$ cat src/verilog/rvCfg.svh
/* core configuration */
`ifndef RV_CFG_SVH
`define RV_CFG_SVH

// data word and address width
`define RV_XLEN 32

`define RV_REG_COUNT 32

// first fetch address
`define RV_RESET_PC 32'h0000_0000

// model memory depth in words
`define RV_MEM_WORDS 256

`endif

$ cat src/verilog/rvPkg.sv
/* core types */
`include "rvCfg.svh"

package rvPkg;

	typedef logic [`RV_XLEN-1:0] word_t;
	typedef logic [$clog2(`RV_REG_COUNT)-1:0] regAddr_t;

	// major opcodes of the supported subset
	typedef enum logic [6:0] {
		RType = 7'b0110011,
		ITypeLogic = 7'b0010011,
		ITypeLoad = 7'b0000011,
		SType = 7'b0100011,
		BType = 7'b1100011,
		JType = 7'b1101111,
		UTypeLui = 7'b0110111,
		UTypeAuipc = 7'b0010111
	} opcode_t;

	typedef enum logic [1:0] {aluAdd, aluSubCmp, aluRFunct, aluIFunct} aluOp_t;

	typedef enum logic {adrPc, adrAluOut} adrSrc_t;
	typedef enum logic [1:0] {srcAPc, srcAOldPc, srcARd1, srcAZero} aluSrcA_t;
	typedef enum logic [1:0] {srcBRd2, srcBImm, srcBFour} aluSrcB_t;
	typedef enum logic [1:0] {resultAluOut, resultData, resultAlu} resultSrc_t;
	typedef enum logic {pcIncrement, pcJump} pcSrc_t;
	typedef enum logic [2:0] {immI, immS, immB, immJ, immU} immSrc_t;

	// control states, wait states close each memory handshake
	typedef enum logic [3:0] {
		fetch, fetchWait, decode, executeR,
		executeI, unconditionalJump, lui, auipc,
		memAdr, memRead, memReadWait, memWrite,
		memWriteWait, aluWriteback, memWriteback, branchIfEqual
	} fsmState_t;

endpackage

$ cat src/verilog/controlFsm.sv
/* multicycle control FSM */
`timescale 1ns/100ps

module controlFsm (
	input logic clk,
	input logic reset,
	input rvPkg::opcode_t opcode,
	input logic zeroFlag,
	input logic memAck,
	output logic memReq,
	output logic memWe,
	output logic irWrite,
	output logic regWrite,
	output logic pcUpdate,
	output rvPkg::adrSrc_t adrSrc,
	output rvPkg::aluSrcA_t aluSrcA,
	output rvPkg::aluSrcB_t aluSrcB,
	output rvPkg::aluOp_t aluOp,
	output rvPkg::resultSrc_t resultSrc,
	output rvPkg::pcSrc_t pcSrc,
	output rvPkg::immSrc_t immSrc
);
	import rvPkg::*;

	fsmState_t state, nextState;

	always_comb begin
		nextState = state;
		case (state)
			fetch: if (memAck) nextState = fetchWait;
			fetchWait: if (!memAck) nextState = decode;
			decode: begin
				case (opcode)
					RType: nextState = executeR;
					ITypeLogic: nextState = executeI;
					ITypeLoad, SType: nextState = memAdr;
					BType: nextState = branchIfEqual;
					JType: nextState = unconditionalJump;
					UTypeLui: nextState = lui;
					UTypeAuipc: nextState = auipc;
					// unknown opcode, pc already points past it
					default: nextState = fetch;
				endcase
			end
			executeR, executeI, unconditionalJump, lui, auipc: nextState = aluWriteback;
			memAdr: nextState = (opcode == ITypeLoad) ? memRead : memWrite;
			memRead: if (memAck) nextState = memWriteback;
			// data register already holds the word here
			memWriteback: nextState = memReadWait;
			memReadWait: if (!memAck) nextState = fetch;
			memWrite: if (memAck) nextState = memWriteWait;
			memWriteWait: if (!memAck) nextState = fetch;
			default: nextState = fetch;
		endcase
	end

	// request lines follow the next state so they start clean after reset
	always_ff @(posedge clk) begin
		if (reset) begin
			state <= fetch;
			memReq <= 1'b0;
			memWe <= 1'b0;
		end else begin
			state <= nextState;
			memReq <= nextState inside {fetch, memRead, memWrite};
			memWe <= (nextState == memWrite);
		end
	end

	always_comb begin
		adrSrc = adrPc;
		aluSrcA = srcAPc;
		aluSrcB = srcBFour;
		aluOp = aluAdd;
		resultSrc = resultAluOut;
		pcSrc = pcIncrement;
		irWrite = 1'b0;
		regWrite = 1'b0;
		pcUpdate = 1'b0;
		case (state)
			// pc + 4 is computed while the instruction comes back
			fetch: begin
				irWrite = memAck;
				pcUpdate = memAck;
			end
			decode: begin
				aluSrcA = srcAOldPc;
				aluSrcB = srcBImm;
			end
			executeR: begin
				aluSrcA = srcARd1;
				aluSrcB = srcBRd2;
				aluOp = aluRFunct;
			end
			executeI: begin
				aluSrcA = srcARd1;
				aluSrcB = srcBImm;
				aluOp = aluIFunct;
			end
			unconditionalJump: begin
				aluSrcA = srcAOldPc;
				pcSrc = pcJump;
				pcUpdate = 1'b1;
			end
			lui: begin
				aluSrcA = srcAZero;
				aluSrcB = srcBImm;
			end
			auipc: begin
				aluSrcA = srcAOldPc;
				aluSrcB = srcBImm;
			end
			// address is recomputed each cycle to keep aluOut steady
			memAdr, memRead, memWrite: begin
				adrSrc = (state == memAdr) ? adrPc : adrAluOut;
				aluSrcA = srcARd1;
				aluSrcB = srcBImm;
			end
			branchIfEqual: begin
				aluSrcA = srcARd1;
				aluSrcB = srcBRd2;
				aluOp = aluSubCmp;
				pcSrc = pcJump;
				pcUpdate = zeroFlag;
			end
			aluWriteback: regWrite = 1'b1;
			memWriteback: begin
				resultSrc = resultData;
				regWrite = 1'b1;
			end
			default: ;
		endcase
	end

	// immediate format follows the opcode, valid from decode onward
	always_comb begin
		case (opcode)
			SType: immSrc = immS;
			BType: immSrc = immB;
			JType: immSrc = immJ;
			UTypeLui, UTypeAuipc: immSrc = immU;
			default: immSrc = immI;
		endcase
	end

	// request held until acknowledged
	assert property (@(posedge clk) disable iff (reset) memReq && !memAck |=> memReq);
	// no new request before the memory releases ack
	assert property (@(posedge clk) disable iff (reset) !memReq && memAck |=> !memReq);
	assert property (@(posedge clk) disable iff (reset) memWe |-> memReq);

endmodule

$ cat src/verilog/alu.sv
/* integer ALU */
`timescale 1ns/100ps

module alu (
	input rvPkg::word_t a,
	input rvPkg::word_t b,
	input rvPkg::aluOp_t aluOp,
	input logic [2:0] funct3,
	input logic funct7b5,
	output rvPkg::word_t result,
	output logic zero
);
	import rvPkg::*;

	logic [2:0] fn;
	logic subtract;
	logic lessThan;
	word_t sum;

	// address and compare classes run on the adder alone
	always_comb begin
		fn = 3'b000;
		subtract = 1'b0;
		case (aluOp)
			aluSubCmp: subtract = 1'b1;
			aluRFunct: begin
				fn = funct3;
				subtract = funct7b5 && (funct3 == 3'b000);
			end
			// no sub among the immediate forms
			aluIFunct: fn = funct3;
			default: fn = 3'b000;
		endcase
	end

	assign sum = subtract ? a - b : a + b;
	assign lessThan = $signed(a) < $signed(b);

	always_comb begin
		case (fn)
			3'b010: result = word_t'(lessThan);
			3'b100: result = a ^ b;
			3'b110: result = a | b;
			3'b111: result = a & b;
			default: result = sum;
		endcase
	end

	// used by beq after a subtract
	assign zero = (result == '0);

endmodule

$ cat src/verilog/registerFile.sv
/* register file */
`timescale 1ns/100ps
`include "rvCfg.svh"

module registerFile (
	input logic clk,
	input rvPkg::regAddr_t readAddr1,
	input rvPkg::regAddr_t readAddr2,
	input rvPkg::regAddr_t writeAddr,
	input logic writeEnable,
	input rvPkg::word_t writeData,
	output rvPkg::word_t readData1,
	output rvPkg::word_t readData2
);
	import rvPkg::*;

	word_t regs [`RV_REG_COUNT];

	always_ff @(posedge clk) begin
		if (writeEnable && writeAddr != '0)
			regs[writeAddr] <= writeData;
	end

	// x0 is hardwired
	assign readData1 = (readAddr1 == '0) ? '0 : regs[readAddr1];
	assign readData2 = (readAddr2 == '0) ? '0 : regs[readAddr2];

	// a written value reads back next cycle, except at x0 which stays zero
	assert property (@(posedge clk)
		writeEnable ##1 (readAddr1 == $past(writeAddr)) |->
			readData1 == (($past(writeAddr) == '0) ? '0 : $past(writeData)));

endmodule

$ cat src/verilog/immExtend.sv
/* immediate extender */
`timescale 1ns/100ps
`include "rvCfg.svh"

module immExtend (
	input logic [`RV_XLEN-1:7] instr,
	input rvPkg::immSrc_t immSrc,
	output rvPkg::word_t immExt
);
	import rvPkg::*;

	always_comb begin
		case (immSrc)
			immS: immExt = {{20{instr[31]}}, instr[31:25], instr[11:7]};
			// branch offsets are in half words
			immB: immExt = {{20{instr[31]}}, instr[7], instr[30:25], instr[11:8], 1'b0};
			immJ: immExt = {{12{instr[31]}}, instr[19:12], instr[20], instr[30:21], 1'b0};
			immU: immExt = {instr[31:12], 12'b0};
			default: immExt = {{20{instr[31]}}, instr[31:20]};
		endcase
	end

endmodule

$ cat src/verilog/datapath.sv
/* multicycle datapath */
`timescale 1ns/100ps
`include "rvCfg.svh"

module datapath (
	input logic clk,
	input logic reset,
	input rvPkg::adrSrc_t adrSrc,
	input rvPkg::aluSrcA_t aluSrcA,
	input rvPkg::aluSrcB_t aluSrcB,
	input rvPkg::aluOp_t aluOp,
	input rvPkg::resultSrc_t resultSrc,
	input rvPkg::pcSrc_t pcSrc,
	input rvPkg::immSrc_t immSrc,
	input logic irWrite,
	input logic regWrite,
	input logic pcUpdate,
	input rvPkg::word_t memRdata,
	output rvPkg::opcode_t opcode,
	output logic zeroFlag,
	output rvPkg::word_t memAddr,
	output rvPkg::word_t memWdata
);
	import rvPkg::*;

	word_t pc, oldPc, instr;
	word_t regA, regB, aluOut, dataReg;
	word_t readData1, readData2, immExt;
	word_t srcA, srcB, aluResult, result;

	// jal and taken beq load the target left in aluOut
	always_ff @(posedge clk) begin
		if (reset)
			pc <= `RV_RESET_PC;
		else if (pcUpdate)
			pc <= (pcSrc == pcJump) ? aluOut : aluResult;
	end

	always_ff @(posedge clk) begin
		if (irWrite) begin
			oldPc <= pc;
			instr <= memRdata;
		end
		regA <= readData1;
		regB <= readData2;
		aluOut <= aluResult;
		dataReg <= memRdata;
	end

	assign opcode = opcode_t'(instr[6:0]);
	assign memAddr = (adrSrc == adrAluOut) ? aluOut : pc;
	assign memWdata = regB;

	registerFile regFile (
		.clk(clk),
		.readAddr1(instr[19:15]),
		.readAddr2(instr[24:20]),
		.writeAddr(instr[11:7]),
		.writeEnable(regWrite),
		.writeData(result),
		.readData1(readData1),
		.readData2(readData2)
	);

	immExtend immGen (
		.instr(instr[31:7]),
		.immSrc(immSrc),
		.immExt(immExt)
	);

	always_comb begin
		case (aluSrcA)
			srcAOldPc: srcA = oldPc;
			srcARd1: srcA = regA;
			srcAZero: srcA = '0;
			default: srcA = pc;
		endcase
	end

	always_comb begin
		case (aluSrcB)
			srcBRd2: srcB = regB;
			srcBImm: srcB = immExt;
			default: srcB = 32'd4;
		endcase
	end

	alu aluUnit (
		.a(srcA),
		.b(srcB),
		.aluOp(aluOp),
		.funct3(instr[14:12]),
		.funct7b5(instr[30]),
		.result(aluResult),
		.zero(zeroFlag)
	);

	// writeback value
	always_comb begin
		case (resultSrc)
			resultData: result = dataReg;
			resultAlu: result = aluResult;
			default: result = aluOut;
		endcase
	end

	assert property (@(posedge clk) disable iff (reset) pc[1:0] == 2'b00);

endmodule

$ cat src/verilog/rvCore.sv
/* RV32I multicycle core */
`timescale 1ns/100ps

module rvCore (
	input logic clk,
	input logic reset,
	input logic memAck,
	input rvPkg::word_t memRdata,
	output logic memReq,
	output logic memWe,
	output rvPkg::word_t memAddr,
	output rvPkg::word_t memWdata
);
	import rvPkg::*;

	opcode_t opcode;
	logic zeroFlag;
	logic irWrite, regWrite, pcUpdate;
	adrSrc_t adrSrc;
	aluSrcA_t aluSrcA;
	aluSrcB_t aluSrcB;
	aluOp_t aluOp;
	resultSrc_t resultSrc;
	pcSrc_t pcSrc;
	immSrc_t immSrc;

	controlFsm control (
		.clk, .reset, .opcode, .zeroFlag, .memAck,
		.memReq, .memWe, .irWrite, .regWrite, .pcUpdate,
		.adrSrc, .aluSrcA, .aluSrcB, .aluOp, .resultSrc, .pcSrc, .immSrc
	);

	datapath dp (
		.clk, .reset,
		.adrSrc, .aluSrcA, .aluSrcB, .aluOp, .resultSrc, .pcSrc, .immSrc,
		.irWrite, .regWrite, .pcUpdate,
		.memRdata, .opcode, .zeroFlag, .memAddr, .memWdata
	);

endmodule

$ cat config.mk
export PLATFORM = sky130hd
export DESIGN_NAME = rvCore
export DESIGN_NICKNAME = d
export VERILOG_FILES = /design/src/verilog/rvPkg.sv /design/src/verilog/controlFsm.sv /design/src/verilog/alu.sv /design/src/verilog/registerFile.sv /design/src/verilog/immExtend.sv /design/src/verilog/datapath.sv /design/src/verilog/rvCore.sv
export VERILOG_INCLUDE_DIRS = /design/src /design/src/verilog
export SDC_FILE = /design/constraint.sdc
export NUM_CORES = 2
export LEC_CHECK = 0
export BUFFER_PORTS_ARGS = -buffer_cell sky130_fd_sc_hd__buf_2
export CORE_MARGIN = 2
export CORE_UTILIZATION = 53
export CTS_BUF_LIST = sky130_fd_sc_hd__clkbuf_16
export CTS_CLUSTER_SIZE = 24
export DETAILED_ROUTE_END_ITERATION = 10
export GPL_TIMING_DRIVEN = 0
export PLACE_DENSITY = 0.72
export REMOVE_ABC_BUFFERS = 1
export SYNTH_ARGS = -nofsm -noshare
export SYNTH_HDL_FRONTEND = slang
export SYNTH_SLANG_ARGS = --single-unit
$ cat constraint.sdc
create_clock -name clk -period 5.7 [get_ports clk]
set_input_delay 0.57 -clock clk [delete_from_list [all_inputs] [get_ports clk]]
set_output_delay 0.57 -clock clk [all_outputs]
set_load 0.01 [all_outputs]
* Word-level counts from Yosys, hierarchy flattened
Memory sizes are Yosys's and may differ from the RTL's. A register that Yosys moved wholly into a read port is not among the register bits.
Index checks and enable logic that the tools add are counted.
** Storage, ports and cells
- Bits in registers :: 166
- Bits in latches :: 0
- RAM bits :: 1024
- Bits in read-only memories :: 0
- Bits of input ports :: 35
- Output and inout bits :: 66
- Logic and storage cells :: 111
- Memories :: 1
** Memory list
- dp.regFile.regs :: depth 32, bits a word 32, rd ports 2, clocked after memory_dff 2, wr ports 1, line registerFile.sv:17 : word_t regs [`RV_REG_COUNT];
** Operators by class
- Add/sub/neg operators :: 2
- $mul :: 0
- Divide/modulo/power cells :: 0
- $lt $le $gt $ge :: 1
- Eq/ne operators :: 42
- Shifts and indexed selects :: 0
- Muxes and demuxes :: 31
- Bitwise operators :: 3
- Reductions and logical operators :: 23
** Operators with widths (count)
- $pmux 32 s2 :: 2
- $pmux 32 s4 :: 1
- $pmux 31 s4 :: 1
- $mux 32 :: 3
- $pmux 32 s3 :: 1
- $eq 4x4->1 const B :: 10
- $pmux 4 s9 :: 1
- $add 32x32->32 :: 1
- $and 32x32->32 :: 1
- $logic_not 32->1 :: 1
- $lt 32x32->1 :: 1
- $or 32x32->32 :: 1
- $sub 32x32->32 :: 1
- $xor 32x32->32 :: 1
- $pmux 4 s7 :: 1
- $eq 7x6->1 const B :: 3
- $mux 4 :: 5
- $eq 4x3->1 const B :: 4
- $eq 7x5->1 const B :: 2
- $eq 7x7->1 const B :: 2
- $reduce_or 2->1 :: 7
- $eq 3x3->1 const B :: 4
- $pmux 2 s3 :: 2
- $pmux 3 s4 :: 1
- 26 further kinds :: 45

* Logic depth before layout (Yosys ltp)
- Depth after elaboration :: 11
- Depth in mapped cells :: 24
- Mapped depth without buffers :: 22

* Modules after synthesis
Synthesis repeated with hierarchy kept, for this count alone.
** Second synthesis, totals
- Cell total of the unflattened synthesis :: 4263
- Area, all modules :: 62985.4 µm²
** By module, submodules not included
- registerFile :: instances 1, cells each 2564, area each 47929.7 µm², seq. area each 30749.5 µm²
- datapath :: instances 1, cells each 638, area each 8136.6 µm², seq. area each 5124.9 µm²
- alu :: instances 1, cells each 861, area each 5545.3 µm², seq. area each 0.0 µm²
- controlFsm :: instances 1, cells each 109, area each 789.5 µm², seq. area each 120.1 µm²
- immExtend :: instances 1, cells each 91, area each 584.3 µm², seq. area each 0.0 µm²

* Worst setup path after synthesis
Ideal clock, no wire load.
- Path type :: register to register
- Start point :: reg control.state[2]
- End point :: reg dp.pc[28]
- Library setup time :: 0.122 ns
- Data arrival time :: 5.616 ns
- Required time :: 5.578 ns
- Setup slack :: -0.039 ns
- Stages on the path, launching flop included :: 22
- Path buffers :: 3
- Clock period less this slack :: 5.739 ns
- Path through :: dfxtp_1 > clkbuf_1 > nand2_1 > a21oi_1 > clkbuf_1 > mux2i_1 > o21a_1 > ha_1 > inv_1 > fa_1 > nor2b_1 > o211ai_1 > a21oi_1 > o2111ai_2 > a31oi_2 > o2111a_1 > or4_4 > or4_4 > nor4b_4 > a31o_4 > buf_12 > o22ai_2
** Between the ends
- Cells in the longest elaborated chain, start to end :: 10
- Elaborated cells on any way between the ends :: 48
- Classes of those cells :: add/sub (2); order compare (1); eq/ne (21); mux (12); bitwise (3); reduce/logical (9)
** RTL lines
- start: declaration :: line controlFsm.sv:25 : fsmState_t state, nextState;
- start signal: assignment :: line controlFsm.sv:60 : state <= fetch;
- start signal: assignment :: line controlFsm.sv:64 : state <= nextState;
- $eq 4x4->1 (tied with other cells) :: line controlFsm.sv:80 : case (state)
- $reduce_or 6->1 (no line) (tied with other cells)
- $pmux 2 s3 or $pmux 2 s2 (tied branches) :: line controlFsm.sv:80
- $eq 2x2->1 (tied with other cells) :: line datapath.sv:72 : case (aluSrcA)
- $pmux 32 s3 or $pmux 32 s2 (tied branches) :: line datapath.sv:72, datapath.sv:81
- $add 32x32->32 or $sub 32x32->32 (tied branches) :: line alu.sv:36 : assign sum = subtract ? a - b : a + b;
- $mux 32 :: line alu.sv:36
- $pmux 32 s4 * :: line alu.sv:40 : case (fn)
- named net dp.aluResult[24] :: line datapath.sv:29 : word_t srcA, srcB, aluResult, result;
- $logic_not 32->1 * :: line alu.sv:50 : assign zero = (result == '0);
- $pmux 1 s3 * :: line controlFsm.sv:80
- end signal: assignment :: line datapath.sv:34 : pc <= `RV_RESET_PC;
- end signal: assignment :: line datapath.sv:36 : pc <= (pcSrc == pcJump) ? aluOut : aluResult;
- end: declaration :: line datapath.sv:26 : word_t pc, oldPc, instr;
Mark *: on every way through the listed nets, which the timed path passes. The rest lies on a longest branch.
A chain may end at the register's enable or synchronous reset.

* Worst setup path after layout
- Start point :: reg dp.instr[2]
- End point :: reg dp.pc[0]
** Between the ends
- Cells in the longest elaborated chain, start to end :: 11
- Elaborated cells on any way between the ends :: 24
- Classes of those cells :: add/sub (2); order compare (1); eq/ne (9); mux (7); bitwise (3); reduce/logical (2)
** RTL lines
- start: declaration :: line datapath.sv:26
- start signal: assignment :: line datapath.sv:42 : instr <= memRdata;
- $eq 7x6->1 or $eq 7x5->1 (tied branches) :: line controlFsm.sv:137 : case (opcode)
- $reduce_or 2->1 :: line controlFsm.sv:137
- $pmux 3 s4 * :: line controlFsm.sv:137
- $eq 3x3->1 (tied with other cells) :: line immExtend.sv:13 : case (immSrc)
- $pmux 31 s4 * :: line immExtend.sv:13
- $pmux 32 s2 * :: line datapath.sv:81 : case (aluSrcB)
- $add 32x32->32 or $sub 32x32->32 (tied branches) :: line alu.sv:36
- $mux 32 :: line alu.sv:36
- $pmux 32 s4 * :: line alu.sv:40
- named net dp.aluResult[24] :: line datapath.sv:29
- $logic_not 32->1 * :: line alu.sv:50
- $pmux 1 s3 * :: line controlFsm.sv:80
Marks and branches as above.

==> run_results.csv <==
group,metric,value,unit
yosys,synth_common_cells,"edfxtp_1, mux4_2, nor2_1",
yosys,synthTopCellsByArea,"edfxtp_1, mux4_2, dfxtp_1",
grt,grt-busiest-layer,"met2",
critical_path,critical_path_buf_inv_count,5,
sta,hold_slack,0.07154,ns
flow_run,cap_violations,0,
power,powerDensity,392.2,nW/µm²
grt,grt_usage,0.3326,
critical_path,cp.required,6.34,ns
grt,grt_pass1_wl,277.7,mm
critical_path,reg2reg_from,"dp.instr[2]",
critical_path,path_class,"reg -> reg",
grt,grt_pass1_vias,39108,
clock_tree,htreeDepth,3,
floorplan,die_x,344.3,µm
floorplan,placementRows,124,
status,status,"finished with violations",
final_layout,n_fill_cell,7530,
critical_path,endpoint_kind,"register",
sta,max_freq,174.1,MHz
min_path,holdPathStages,1,
yosys,synth_seq_area_share,0.5866,
sta,tns,-0.2879,ns
sta,setup_ws,-0.04313,ns
yosys,synth_top_area_frac,0.5324,
floorplan,pin_count,101,
place,io_buffer_count,100,
drt,viasPerCell,7.059,
sta,fin_crit_sh,1.008,
clock_tree,clockRootBuffer,"clkbuf_16",
drt,drc_errors,0,
place,dp_hpwl,129.1,mm
sta,finalCriticalPeriod,5.743,ns
yosys,synthCells,3581,
yosys,yosys.area.top_type,"edfxtp_1",
grt,overflow,0,
critical_path,r2r_end,"dp.pc[0]",
power,leakage,25.46,nW
yosys,ys_warn_count,0,
floorplan,dieArea,118500,µm²
critical_path,path_max_fanout,12,
critical_path,arrival,6.39,ns
yosys,synthFlopType,"edfxtp_1",
min_path,worstHoldEndpoint,"dp.dataReg[10]",
drt,wl_per_cell,35.66,µm
yosys,synth_edf_count,1088,
grt,grtUsageMet2,0.5310,
critical_path,max_stage_delay,0.55,ns
drt,vias,38994,
yosys,syn_avg_cell_area,17.14,µm²
floorplan,die_h,344.3,µm
critical_path,ff2ff_setup_slack,-0.04,ns
critical_path,crit_family,"simple AND/OR/NAND/NOR gates",
clock_tree,clk_latency,0.77,ns
yosys,synth_most_common_cell,"edfxtp_1",
sta,worstMarginPinSlew,1.229,ns
clock_tree,cts_inserted_buffers,121,
critical_path,startpoint_type,"register",
final_layout,drive_gt1_frac,0.3754,
final_layout,layout.nets,4038,
grt,met1_usage,0.4343,
yosys,ys_async_sr_fraction,0,
grt,grt_max_degree,33,
min_path,hp-start,"memRdata[10]",
sta,timing_hold_violations_final,0,
sta,final_max_slew_viol_count,0,
clock_tree,path_clk_slew,0.06,ns
drt,ant_nets,0,
clock_tree,cts_buffer_depth,3,
power,ir_drop,0.0002644,V
critical_path,slowest_stage,"or4_4",
clock_tree,cts.sinks,1254,
min_path,hold_path_class,"in -> reg",
drt,wl,197.0,mm
yosys,ys_seq_elements,1254,
final_layout,synthToLayoutAreaGrowth,20.30,%
clock_tree,cts_tree,"built",
place,gp_congestion,0.9554,
sta,setup_violations,17,
yosys,synthesis.area,61360,µm²
sta,clock-skew-final,0.05651,ns
sta,slew-limit-headroom,0.1793,
drt,drtIter0Drc,5646,
grt,use_met3,0.06900,
drt,first_pass_iters,7,
grt,grt_antenna_before_repair,3,
critical_path,crit_chain,"nand3_4 > nor4b_4 > buf_6 > or2_4 > o21ai_4 > a22o_4 > ha_4 > inv_1 > fa_1 > nand2b_4 > a21oi_4 > o2111ai_4 > nor3_4 > o31ai_4 > mux2i_1 > or4_4 > or4_4 > nor4b_4 > buf_4 > a31oi_4 > buf_12 > buf_12 > o22ai_1",
status,violations,"setup timing",
yosys,ys_types,103,
floorplan,core,114700,µm²
floorplan,start_util,0.5352,
critical_path,r2r_cells,23,
-- kinds of logic (layout without fill, tap and decap cells) --
group | Yosys count | count (layout) | share of synthesized area
simple gates | 488 | 490 | 0.03776
flops | 1254 | 1254 | 0.5866
mux | 846 | 846 | 0.2698
other cells | 1 | 35 | 0.00006111
buf+inv | 400 | 793 | 0.02724
xor+xnor | 12 | 12 | 0.001713
compound gates | 479 | 481 | 0.05599
fa+ha+maj | 101 | 101 | 0.02080
-- cell type report --
class	count	area, µm²	area share
antenna	3	7.507	0.0001017
clock buffer	128	3203	0.04339
clock inverter	101	770.7	0.01044
inverter	140	529.3	0.007170
multi-input combinational	1962	24930	0.3377
sequential	1254	36010	0.4878
tap	1512	1892	0.02563
timing repair buffer	424	6476	0.08773
-- metrics by stage --
step	cell area (µm²)	power [W]	std cells	worst slack, ns	utilization
4_1_cts	73080	0.02831	5483	0.003694	0.6374
3_3_place_gp	62720	0.02028	4964	-15.32	0.5471
2_1_floorplan	60330	0.01736	3352	-8.923	-
6_report	73820	0.02895	5524	-0.04313	0.6438
5_1_grt	73810	0.02986	5521	-0.07357	0.6438
3_5_place_dp	67850	0.01983	5160	-2.412	0.5918
-- placed cells by master (no fill, tap or decap), types with 22 or more instances in the layout --
cell type,synthesis,final
edfxtp_1,1088,1088
mux4_2,640,640
inv_1,134,162
dfxtp_1,166,162
nor2_1,189,148
mux2i_1,141,141
clkbuf_16,0,130
buf_16,0,129
nand2_1,119,118
buf_2,11,103
a21oi_1,106,96
buf_4,2,80
o21ai_0,85,76
ha_1,98,73
mux2_2,65,65
buf_12,3,58
nor2_4,1,38
nand3_1,34,32
conb_1,1,32
a22oi_1,36,31
o22ai_2,30,31
dlygate4sd3_1,3,30
clkinv_2,0,24
a21o_1,24,23
o21a_1,31,22
nor3_1,24,22
clkinv_1,0,22
-- worst reg2reg max path, stage by stage (launching register included) --
cell and delay [ns]:
edfxtp_1 0.53, nand3_4 0.20, nor4b_4 0.06, buf_6 0.15, or2_4 0.34, o21ai_4 0.20, a22o_4 0.19, ha_4 0.18
inv_1 0.08, fa_1 0.48, nand2b_4 0.18, a21oi_4 0.21, o2111ai_4 0.20, nor3_4 0.29, o31ai_4 0.13, mux2i_1 0.13
or4_4 0.53, or4_4 0.55, nor4b_4 0.26, buf_4 0.18, a31oi_4 0.08, buf_12 0.17, buf_12 0.16, o22ai_1 0.14
-- where the power goes --
| part | internal (W) | switching, W | total, W | leakage [nW] |
|---|---|---|---|---|
| Sequential | 0.0110 | 0.000469 | 0.0115 | 11.4 |
| Combinational | 0.00404 | 0.00538 | 0.00942 | 12.0 |
| Clock | 0.00453 | 0.00351 | 0.00805 | 2.09 |
-- per-layer routing --
layer  wire length (µm)  share of wire  vias to the layer above
met5                  7       0.000036                        -
met4              12450          0.063                        2
met3              21150           0.11                      656
met2              94210           0.48                     2594
met1              69150           0.35                    20325
li1                   -              -                    15417
-- flip-flops by register name (all words and copies together), names as in the netlist --
name,cells
control.memReq,1
control.memWe,1
control.state,4
dp.aluOut,32
dp.dataReg,32
dp.instr,32
dp.memWdata,32
dp.oldPc,32
dp.pc,32
dp.regA,32
dp.regFile.regs,1024
-- worst max-delay path by stage --
stage                     start   endpoint  cells after the start
6_report            dp.instr[2]   dp.pc[0]                     23
5_1_grt             dp.instr[3]  dp.pc[29]                     23
4_1_cts             dp.instr[2]   dp.pc[0]                     22
3_5_place_dp   control.state[3]  dp.pc[14]                     20
3_3_place_gp       dp.instr[20]  dp.pc[31]                     17
2_1_floorplan      dp.instr[20]   dp.pc[0]                     17
-- repair_timing --
item / CTS / global route
setup endpoints to repair: 51 / 32
endpoints found under the hold margin: 34 / 0
pin swaps: 25 / 45
resized for setup: 92 / 89
hold buffers: 30 / 0
buffers inserted: 60 / 36
cloned: 4 / 2
Power figures use the tool's default switching activity.
